`config.mk`:
```
export PLATFORM = sky130hd
export DESIGN_NAME = multicycle_ctrl
export DESIGN_NICKNAME = d
export VERILOG_FILES = /design/src/hw/mcu_ctrl_pkg.sv /design/src/hw/control_encoder.sv /design/src/hw/instr_decoder.sv /design/src/hw/multicycle_ctrl.sv /design/src/hw/step_sequencer.sv
export SDC_FILE = /design/constraint.sdc
export NUM_CORES = 1
export LEC_CHECK = 0
export ABC_AREA = 1
export CORE_ASPECT_RATIO = 0.75
export CORE_UTILIZATION = 65
export DETAILED_ROUTE_END_ITERATION = 12
export DONT_BUFFER_PORTS = 1
export PLACE_DENSITY = 0.78
export SETUP_SLACK_MARGIN = 0.3
export SKIP_LAST_GASP = 1
export SLEW_MARGIN = 20
export SYNTH_ARGS = -nofsm -noshare
export SYNTH_HDL_FRONTEND = slang
export SYNTH_SLANG_ARGS = --single-unit
```
`constraint.sdc`:
```
create_clock -name clk -period 3.2 [get_ports clk]
set_clock_uncertainty 0.2 [all_clocks]
set_input_delay 0.64 -clock clk [delete_from_list [all_inputs] [get_ports clk]]
set_output_delay 0.64 -clock clk [all_outputs]
set_load 0.02 [all_outputs]
```
`src/hw/mcu_ctrl_pkg.sv`:
```
package mcu_ctrl_pkg;

  // R-type instructions share opcode zero and are told apart by funct
  localparam logic [5:0] OPCODE_R_TYPE = 6'b000000;

  typedef enum logic [5:0] {
    FUNCT_ADD   = 6'b100000,
    FUNCT_AND   = 6'b100100,
    FUNCT_SUB   = 6'b100010,
    FUNCT_XCHG  = 6'b000101,
    FUNCT_JR    = 6'b001000,
    FUNCT_MFHI  = 6'b010000,
    FUNCT_MFLO  = 6'b010010,
    FUNCT_BREAK = 6'b001101,
    FUNCT_RTE   = 6'b010011
  } funct_e;

  // Fetch holds the four fetch and decode steps
  typedef enum logic [3:0] {
    ST_FETCH = 4'd0,
    ST_ADD   = 4'd1,
    ST_SUB   = 4'd2,
    ST_AND   = 4'd3,
    ST_XCHG  = 4'd4,
    ST_JR    = 4'd5,
    ST_MFHI  = 4'd6,
    ST_MFLO  = 4'd7,
    ST_BREAK = 4'd8,
    ST_RTE   = 4'd9
  } exec_state_e;

  typedef logic [1:0] step_t;

  typedef enum logic [2:0] {
    ALU_NONE = 3'b000,
    ALU_ADD  = 3'b001,
    ALU_SUB  = 3'b010,
    ALU_AND  = 3'b011
  } alu_op_e;

  typedef enum logic [1:0] {
    SRCB_REG_B = 2'b00,
    SRCB_FOUR  = 2'b01
  } alu_src_b_e;

  typedef enum logic [2:0] {
    PC_ALU   = 3'b000,
    PC_EPC   = 3'b001,
    PC_REG_A = 3'b011
  } pc_source_e;

  typedef enum logic [2:0] {
    REG_DST_RT = 3'b000,
    REG_DST_RS = 3'b001,
    REG_DST_RD = 3'b011
  } reg_dst_e;

  // Register file write data select
  typedef enum logic [3:0] {
    WB_NONE   = 4'b0000,
    WB_REG_B  = 4'b0001,
    WB_ALUOUT = 4'b0010,
    WB_REG_A  = 4'b0100,
    WB_HI     = 4'b1000,
    WB_LO     = 4'b1001
  } wb_source_e;

endpackage

```
`src/hw/control_encoder.sv`:
```
`timescale 1ns/100ps

module control_encoder (
  input  logic                      clk,
  input  logic                      reset,
  input  mcu_ctrl_pkg::exec_state_e state,
  input  mcu_ctrl_pkg::step_t       step,
  output logic                      alu_src_a,
  output mcu_ctrl_pkg::alu_src_b_e  alu_src_b,
  output mcu_ctrl_pkg::alu_op_e     alu_op,
  output mcu_ctrl_pkg::pc_source_e  pc_source,
  output logic                      ir_write,
  output logic                      pc_write,
  output mcu_ctrl_pkg::reg_dst_e    reg_dst,
  output mcu_ctrl_pkg::wb_source_e  wb_source,
  output logic                      reg_write,
  output logic                      a_write,
  output logic                      b_write,
  output logic                      alu_out_write
);
  import mcu_ctrl_pkg::*;

  alu_op_e arith_op;

  // ALU op shared by the add, sub and and sequences
  always_comb begin
    case (state)
      ST_SUB:  arith_op = ALU_SUB;
      ST_AND:  arith_op = ALU_AND;
      default: arith_op = ALU_ADD;
    endcase
  end

  always_ff @(posedge clk) begin
    // Idle word, overridden below per state and step
    alu_src_a     <= 1'b0;
    alu_src_b     <= SRCB_REG_B;
    alu_op        <= ALU_NONE;
    pc_source     <= PC_ALU;
    ir_write      <= 1'b0;
    pc_write      <= 1'b0;
    reg_dst       <= REG_DST_RT;
    wb_source     <= WB_NONE;
    reg_write     <= 1'b0;
    a_write       <= 1'b0;
    b_write       <= 1'b0;
    alu_out_write <= 1'b0;
    if (!reset) begin
      case (state)
        ST_FETCH: begin
          // PC + 4 on steps 0 to 2, step 3 is decode
          if (step != 2'd3) begin
            alu_src_b <= SRCB_FOUR;
            alu_op    <= ALU_ADD;
          end
          if (step == 2'd2) begin
            ir_write <= 1'b1;
            pc_write <= 1'b1;
          end
        end
        ST_ADD, ST_SUB, ST_AND: begin
          if (step == 2'd0) begin
            a_write <= 1'b1;
            b_write <= 1'b1;
          end else begin
            alu_src_a <= 1'b1;
            alu_op    <= arith_op;
          end
          if (step == 2'd1) begin
            alu_out_write <= 1'b1;
          end
          if (step == 2'd2) begin
            reg_dst   <= REG_DST_RD;
            wb_source <= WB_ALUOUT;
            reg_write <= 1'b1;
          end
        end
        ST_XCHG: begin
          if (step == 2'd0) begin
            a_write <= 1'b1;
            b_write <= 1'b1;
          end else if (step == 2'd1) begin
            reg_dst   <= REG_DST_RT;
            wb_source <= WB_REG_A;
            reg_write <= 1'b1;
          end else begin
            reg_dst   <= REG_DST_RS;
            wb_source <= WB_REG_B;
            reg_write <= 1'b1;
          end
        end
        ST_JR: begin
          a_write <= 1'b1;
          if (step == 2'd1) begin
            pc_source <= PC_REG_A;
            pc_write  <= 1'b1;
          end
        end
        ST_BREAK: begin
          // PC - 4 back onto the break instruction
          alu_src_b <= SRCB_FOUR;
          alu_op    <= ALU_SUB;
          pc_source <= PC_ALU;
          pc_write  <= 1'b1;
        end
        ST_RTE: begin
          pc_source <= PC_EPC;
          pc_write  <= 1'b1;
        end
        ST_MFHI, ST_MFLO: begin
          reg_dst   <= REG_DST_RD;
          wb_source <= (state == ST_MFHI) ? WB_HI : WB_LO;
          reg_write <= 1'b1;
        end
        default: begin
          reg_write <= 1'b0;
        end
      endcase
    end
  end

endmodule

```
`src/hw/instr_decoder.sv`:
```
`timescale 1ns/100ps

module instr_decoder (
  input  logic [5:0]                opcode,
  input  logic [5:0]                funct,
  output mcu_ctrl_pkg::exec_state_e next_state
);
  import mcu_ctrl_pkg::*;

  exec_state_e funct_state;

  // Execution state per supported funct code
  always_comb begin
    case (funct)
      FUNCT_ADD: begin
        funct_state = ST_ADD;
      end
      FUNCT_SUB: begin
        funct_state = ST_SUB;
      end
      FUNCT_AND: begin
        funct_state = ST_AND;
      end
      FUNCT_XCHG: begin
        funct_state = ST_XCHG;
      end
      FUNCT_JR: begin
        funct_state = ST_JR;
      end
      FUNCT_MFHI: begin
        funct_state = ST_MFHI;
      end
      FUNCT_MFLO: begin
        funct_state = ST_MFLO;
      end
      FUNCT_BREAK: begin
        funct_state = ST_BREAK;
      end
      FUNCT_RTE: begin
        funct_state = ST_RTE;
      end
      default: begin
        funct_state = ST_FETCH;
      end
    endcase
  end

  // Anything outside R-type falls back to fetch
  always_comb begin
    if (opcode == OPCODE_R_TYPE) begin
      next_state = funct_state;
    end else begin
      next_state = ST_FETCH;
    end
  end

endmodule

```
`src/hw/multicycle_ctrl.sv`:
```
`timescale 1ns/100ps

module multicycle_ctrl (
  input  logic                     clk,
  input  logic                     reset,
  input  logic [5:0]               opcode,
  input  logic [5:0]               funct,
  output logic                     alu_src_a,
  output mcu_ctrl_pkg::alu_src_b_e alu_src_b,
  output mcu_ctrl_pkg::alu_op_e    alu_op,
  output mcu_ctrl_pkg::pc_source_e pc_source,
  output logic                     ir_write,
  output logic                     pc_write,
  output mcu_ctrl_pkg::reg_dst_e   reg_dst,
  output mcu_ctrl_pkg::wb_source_e wb_source,
  output logic                     reg_write,
  output logic                     a_write,
  output logic                     b_write,
  output logic                     alu_out_write
);
  import mcu_ctrl_pkg::*;

  exec_state_e next_state;
  exec_state_e state;
  step_t       step;

  instr_decoder u_instr_decoder (
    .opcode     (opcode),
    .funct      (funct),
    .next_state (next_state)
  );

  step_sequencer u_step_sequencer (
    .clk        (clk),
    .reset      (reset),
    .next_state (next_state),
    .state      (state),
    .step       (step)
  );

  // Outputs lag state and step by one clock
  control_encoder u_control_encoder (
    .clk           (clk),
    .reset         (reset),
    .state         (state),
    .step          (step),
    .alu_src_a     (alu_src_a),
    .alu_src_b     (alu_src_b),
    .alu_op        (alu_op),
    .pc_source     (pc_source),
    .ir_write      (ir_write),
    .pc_write      (pc_write),
    .reg_dst       (reg_dst),
    .wb_source     (wb_source),
    .reg_write     (reg_write),
    .a_write       (a_write),
    .b_write       (b_write),
    .alu_out_write (alu_out_write)
  );

endmodule

```
`src/hw/step_sequencer.sv`:
```
`timescale 1ns/100ps

module step_sequencer (
  input  logic                      clk,
  input  logic                      reset,
  input  mcu_ctrl_pkg::exec_state_e next_state,
  output mcu_ctrl_pkg::exec_state_e state,
  output mcu_ctrl_pkg::step_t       step
);
  import mcu_ctrl_pkg::*;

  step_t last_step;

  // Final step index of each sequence
  always_comb begin
    case (state)
      ST_FETCH: begin
        last_step = 2'd3;
      end
      ST_ADD, ST_SUB, ST_AND, ST_XCHG: begin
        last_step = 2'd2;
      end
      ST_JR: begin
        last_step = 2'd1;
      end
      default: begin
        last_step = 2'd0;
      end
    endcase
  end

  always_ff @(posedge clk) begin
    if (reset) begin
      state <= ST_FETCH;
      step  <= 2'd0;
    end else if (step != last_step) begin
      step <= step + 2'd1;
    end else if (state == ST_FETCH) begin
      // Decode cycle, unsupported codes come back as fetch
      state <= next_state;
      step  <= 2'd0;
    end else begin
      state <= ST_FETCH;
      step  <= 2'd0;
    end
  end

endmodule

```
Word-level counts from Yosys, hierarchy flattened:

Cells that the tools add are included.

* word-level logic and storage cells: 80
* output and inout port bits: 22
* bits of input ports: 14
* bits in registers: 28

* add/subtract/negate cells: 1
* equal/unequal tests: 22
* bitwise gates (word level): 4
* reduce and logical (&&, ||, !) cells: 11
* muxes and demuxes: 28

Operators with widths (number)
* one-hot mux 4 bit (9 select lines): 1
* equality test 6 x 5 -> 1 bit (second input constant): 3
* equality test 6 bit (second input constant): 3
* one-hot mux 3 bit (3 select lines): 2
* equality test 4 x 3 -> 1 bit (second input constant): 4
* equality test 6 x 4 -> 1 bit (second input constant): 2
* two-way mux 4 bit: 3
* one-hot mux 4 bit (3 select lines): 1
* OR reduction 2 bit: 6
* equality test 4 x 2 -> 1 bit (second input constant): 2
* equality test 4 bit (second input constant): 2
* two-way mux 1 bit: 8
* two-way mux 2 bit: 4
* one-hot mux 2 bit (2 select lines): 2
* equality test 6 x 3 -> 1 bit (second input constant): 1
* zero test 6 bit: 1
* two-way mux 3 bit: 2
* one-hot mux 1 bit (3 select lines): 2
* one-hot mux 2 bit (3 select lines): 1
* one-hot mux 3 bit (2 select lines): 1
* equality test 4 x 1 -> 1 bit (second input constant): 1
* zero test 4 bit: 1
* inverter 1 bit: 4
* OR reduction 4 bit: 1
* other kinds (8): 8

Logic depth before layout (Yosys ltp):

* depth in word-level cells: 6
* mapped depth: 9
* gate-level depth less buffers: 9

By module:

A second synthesis with hierarchy kept.

* cells, all modules: 179
* area, all modules: 1221.2 µm²

By module, submodules not included
* control_encoder: instances 1, area each 663.1 µm², seq. area each 360.3 µm², cells each 84
* step_sequencer: instances 1, area each 372.9 µm², seq. area each 120.1 µm², cells each 56
* instr_decoder: instances 1, area each 185.2 µm², seq. area each 0.0 µm², cells each 39

Worst setup path before layout:

OpenSTA, ideal clock, no wires.

* path type: input -> register
* start point: in opcode[5]
* end point: reg u_step_sequencer.state[1]
* stages on the path: 5
* path slack: 1.746 ns
* library setup time: 0.059 ns
* required time: 2.941 ns
* arrival: 1.195 ns
* buffers on the path: 0
* path through: nor3_1 > nand3_1 > nor2_1 > nand3_1 > nand2_1

* cells in the longest elaborated chain, start to end: 3

Ends and longest elaborated chain
* start: declaration: line multicycle_ctrl.sv:6 `input logic [5:0] opcode,`
* zero test 6 bit: line instr_decoder.sv:50 `if (opcode == OPCODE_R_TYPE) begin`
* two-way mux 4 bit: line instr_decoder.sv:50
* two-way mux 4 bit: line step_sequencer.sv:38 `end else if (state == ST_FETCH) begin`
* end signal: assignment: line step_sequencer.sv:40 `state <= next_state;`
* end: declaration: line step_sequencer.sv:7 `output mcu_ctrl_pkg::exec_state_e state,`

Every way passes these cells.
A chain may end at the register's enable or synchronous reset.

Worst setup path after layout:

* start point: reg u_control_encoder.alu_op[0]
* end point: out alu_op[0]

RTL lines
* start: declaration: line control_encoder.sv:10 `output mcu_ctrl_pkg::alu_op_e alu_op,`
* start signal: assignment: line control_encoder.sv:67 `alu_op <= arith_op;`
* end: declaration: line multicycle_ctrl.sv:10 `output mcu_ctrl_pkg::alu_op_e alu_op,`

No word-level cell between the ends.

==> reports/metrics.yaml <==
nFillCells: 126
ir_drop_uv: 362
clock_latency_ns: 0.32
wl_um: 2400
synth_edf_count: 0
routed.top_layer: "met4"
cts_root_buf: "clkbuf_4"
swShare_pct: 26.4
start_kind: "flop"
yosys-top-cells-area: "dfxtp_1 (41%), nand3_1 (11%), nor2_1 (7.0%), nand2_1 (5.7%), inv_1 (5.4%)"
syn_area_per_cell_um2: 7.55
intPower_uw: 393
cts_buffers: 3
num_rows: 12
power_switching_uw: 141
num_io_pins: 36
fin_nets: 178
ant_nets: 0
die_w_um: 51.1
place_hpwl_um: 1860
hold_class: "in -> reg"
wire_per_inst_um: 13.4
drc_errors: 0
cts_hold_buf: 0
cts_buffer_depth: 2
path_max_fanout: 1
grt_pass1_vias: 916
clkSlewWorstSetupHoldPaths_ns: 0.13
grt_setup_unrepaired: "false"
met2_length_um: 1130
arrival_ns: 0.79
area.growth.synth_to_final_pct: 3.40
yosysUniqueCellTypes: 23
synthFlopType: "dfxtp_1"
end_kind: "output port"
grt_usage_pct: 28.5
yosysMostFrequentCell: "nand3_1"
grt_pass1_wl_um: 4020
final_util_pct: 76.5
first_pass_iters: 4
synthArstFlopShare_pct: 0
powerDensity_mw_per_mm2: 439
wl_met3_um: 216
synth_commonest_cells: "nand3_1 (25), dfxtp_1 (24), nor2_1 (22)"
syn_inst: 156
leakagePower_nw: 0.590
ctsResizeCount: 0
synth-seq-area-share_pct: 40.8
synth_area_mm2: 0.00118
wl_met1_um: 1040
pwr-share-seq_pct: 59.4
grt_max_degree: 16
synth.top_cell.area_share_pct: 40.8
drtIter0Drc: 42
start_util_pct: 74.0
setup_tns_ns: 0
combinationalPowerShare_pct: 10.8
fp.coreArea_mm2: 0.00159
portBuffers: 0
slew_violations: 0
antenna_cells: 0
fin_crit_sh_pct: 50.9
hold_viol_final: 0
viasPerCell: 5.60
die-area_mm2: 0.00199
gp_congestion: 0.873
postCtsSetupBuffers: 0
setup_violations: 0
cts_tree: "yes"
vias: 1002
chipHeight_um: 38.9
drive_gt1_share_pct: 15.8
p_clk_share_pct: 29.8
cp.required_ns: 2.36
yosysTopAreaCell: "dfxtp_1"
antenna_found_initial: 0
yosysWarnings: 0
grt-ovfl-total: 0
clock-sinks: 24
max-cap-violations: 0
fmax_ghz: 0.613
status: "finished clean"
synth_seq_cells: 24
period_needed_ns: 1.63
path_class: "reg -> out"
htreeDepth: 1
-- stage by stage --
| stage | cells | hold slack [ns] | setup WS (ns) | power [mW] | instance area (µm²) |
|---|---|---|---|---|---|
| final | 179 | 0.166 | 1.57 | 0.534 | 1220 |
| after global routing | 179 | 0.146 | 1.50 | 0.558 | 1220 |
| after CTS | 179 | 0.166 | 1.57 | 0.535 | 1220 |
| after detailed placement | 175 | 0.325 | 1.62 | 0.381 | 1180 |
| after global placement | 175 | 0.301 | 1.67 | 0.378 | 1180 |
| after floorplan | 159 | 0.281 | 1.75 | 0.374 | 1190 |
-- power by group through the flow --
stage               clock network [mW]  registers, mW  logic [mW]
floorplan                            0          0.323      0.0513
global placement                     0          0.324      0.0542
detailed placement                   0          0.324      0.0570
CTS                              0.160          0.317      0.0572
global route                     0.174          0.319      0.0650
finish                           0.160          0.317      0.0575
-- cell families (layout without fill, tap and decap cells) --
kind of cell	after synthesis	in the layout	share of synthesized area, %
and+or+nand+nor	91	91	39.9
buffers and inverters	26	25	9.56
DFF	24	24	40.8
AOI/OAI and AO/OA	9	9	4.14
adders and majority gates	5	5	5.31
other	1	4	0.319
-- cell usage in the layout, fill, tap and decap left out, drive strengths merged --
cell type | Yosys | layout
clkbuf | 1 | 4
nor3 | 2 | 2
inv | 21 | 21
a31oi | 1 | 1
conb | 1 | 4
nand2 | 28 | 28
ha | 5 | 5
or2 | 1 | 1
o21ai | 1 | 1
nand3 | 27 | 27
a21oi | 6 | 6
nand4 | 5 | 5
nor2 | 27 | 27
dfxtp | 24 | 24
nor3b | 1 | 1
o211ai | 1 | 1
-- path summary, 6_finish.rpt --
path,start,to,slack [ns],depth (start not counted)
worst min-delay path,reset,u_control_encoder.alu_src_b[0]$_SDFF_PP0_,0.17,1
worst max-delay path,u_control_encoder.alu_op[0]$_SDFF_PP0_,alu_op[0],1.57,0
worst min register to register,u_step_sequencer.step[0]$_SDFF_PP0_,u_step_sequencer.step[0]$_SDFF_PP0_,0.35,1
worst max register to register,u_step_sequencer.state[3]$_SDFFE_PP0N_,u_step_sequencer.state[2]$_SDFFE_PP0N_,1.61,8
-- state kept, by name, indices dropped and copies added (netlist names) --
| register | count |
|---|---|
| u_control_encoder.pc_write | 1 |
| u_control_encoder.ir_write | 1 |
| u_control_encoder.pc_source | 2 |
| u_control_encoder.wb_source | 4 |
| u_control_encoder.alu_out_write | 1 |
| u_control_encoder.alu_src_a | 1 |
| u_control_encoder.alu_src_b | 1 |
| u_control_encoder.b_write | 1 |
| u_control_encoder.reg_dst | 2 |
| u_control_encoder.alu_op | 2 |
| u_control_encoder.reg_write | 1 |
| u_control_encoder.a_write | 1 |
| u_step_sequencer.step | 2 |
| u_step_sequencer.state | 4 |
-- final cells by class --
class / count / area [µm²] / area share (%)
Clock buffer: 4 / 36.3 / 2.98
Inverter: 21 / 78.8 / 6.47
Multi-Input combinational cell: 109 / 596 / 48.9
Sequential cell: 24 / 480 / 39.5
Tap cell: 21 / 26.3 / 2.16
-- layer usage --
metal | up-vias | GRT usage [%]
li1 | 497 | -
met1 | 454 | 34.7
met2 | 46 | 50.3
met3 | 5 | 9.41
met4 | 0 | 4.17
met5 | - | 0
Note: power is estimated with default switching activity, not from simulation.
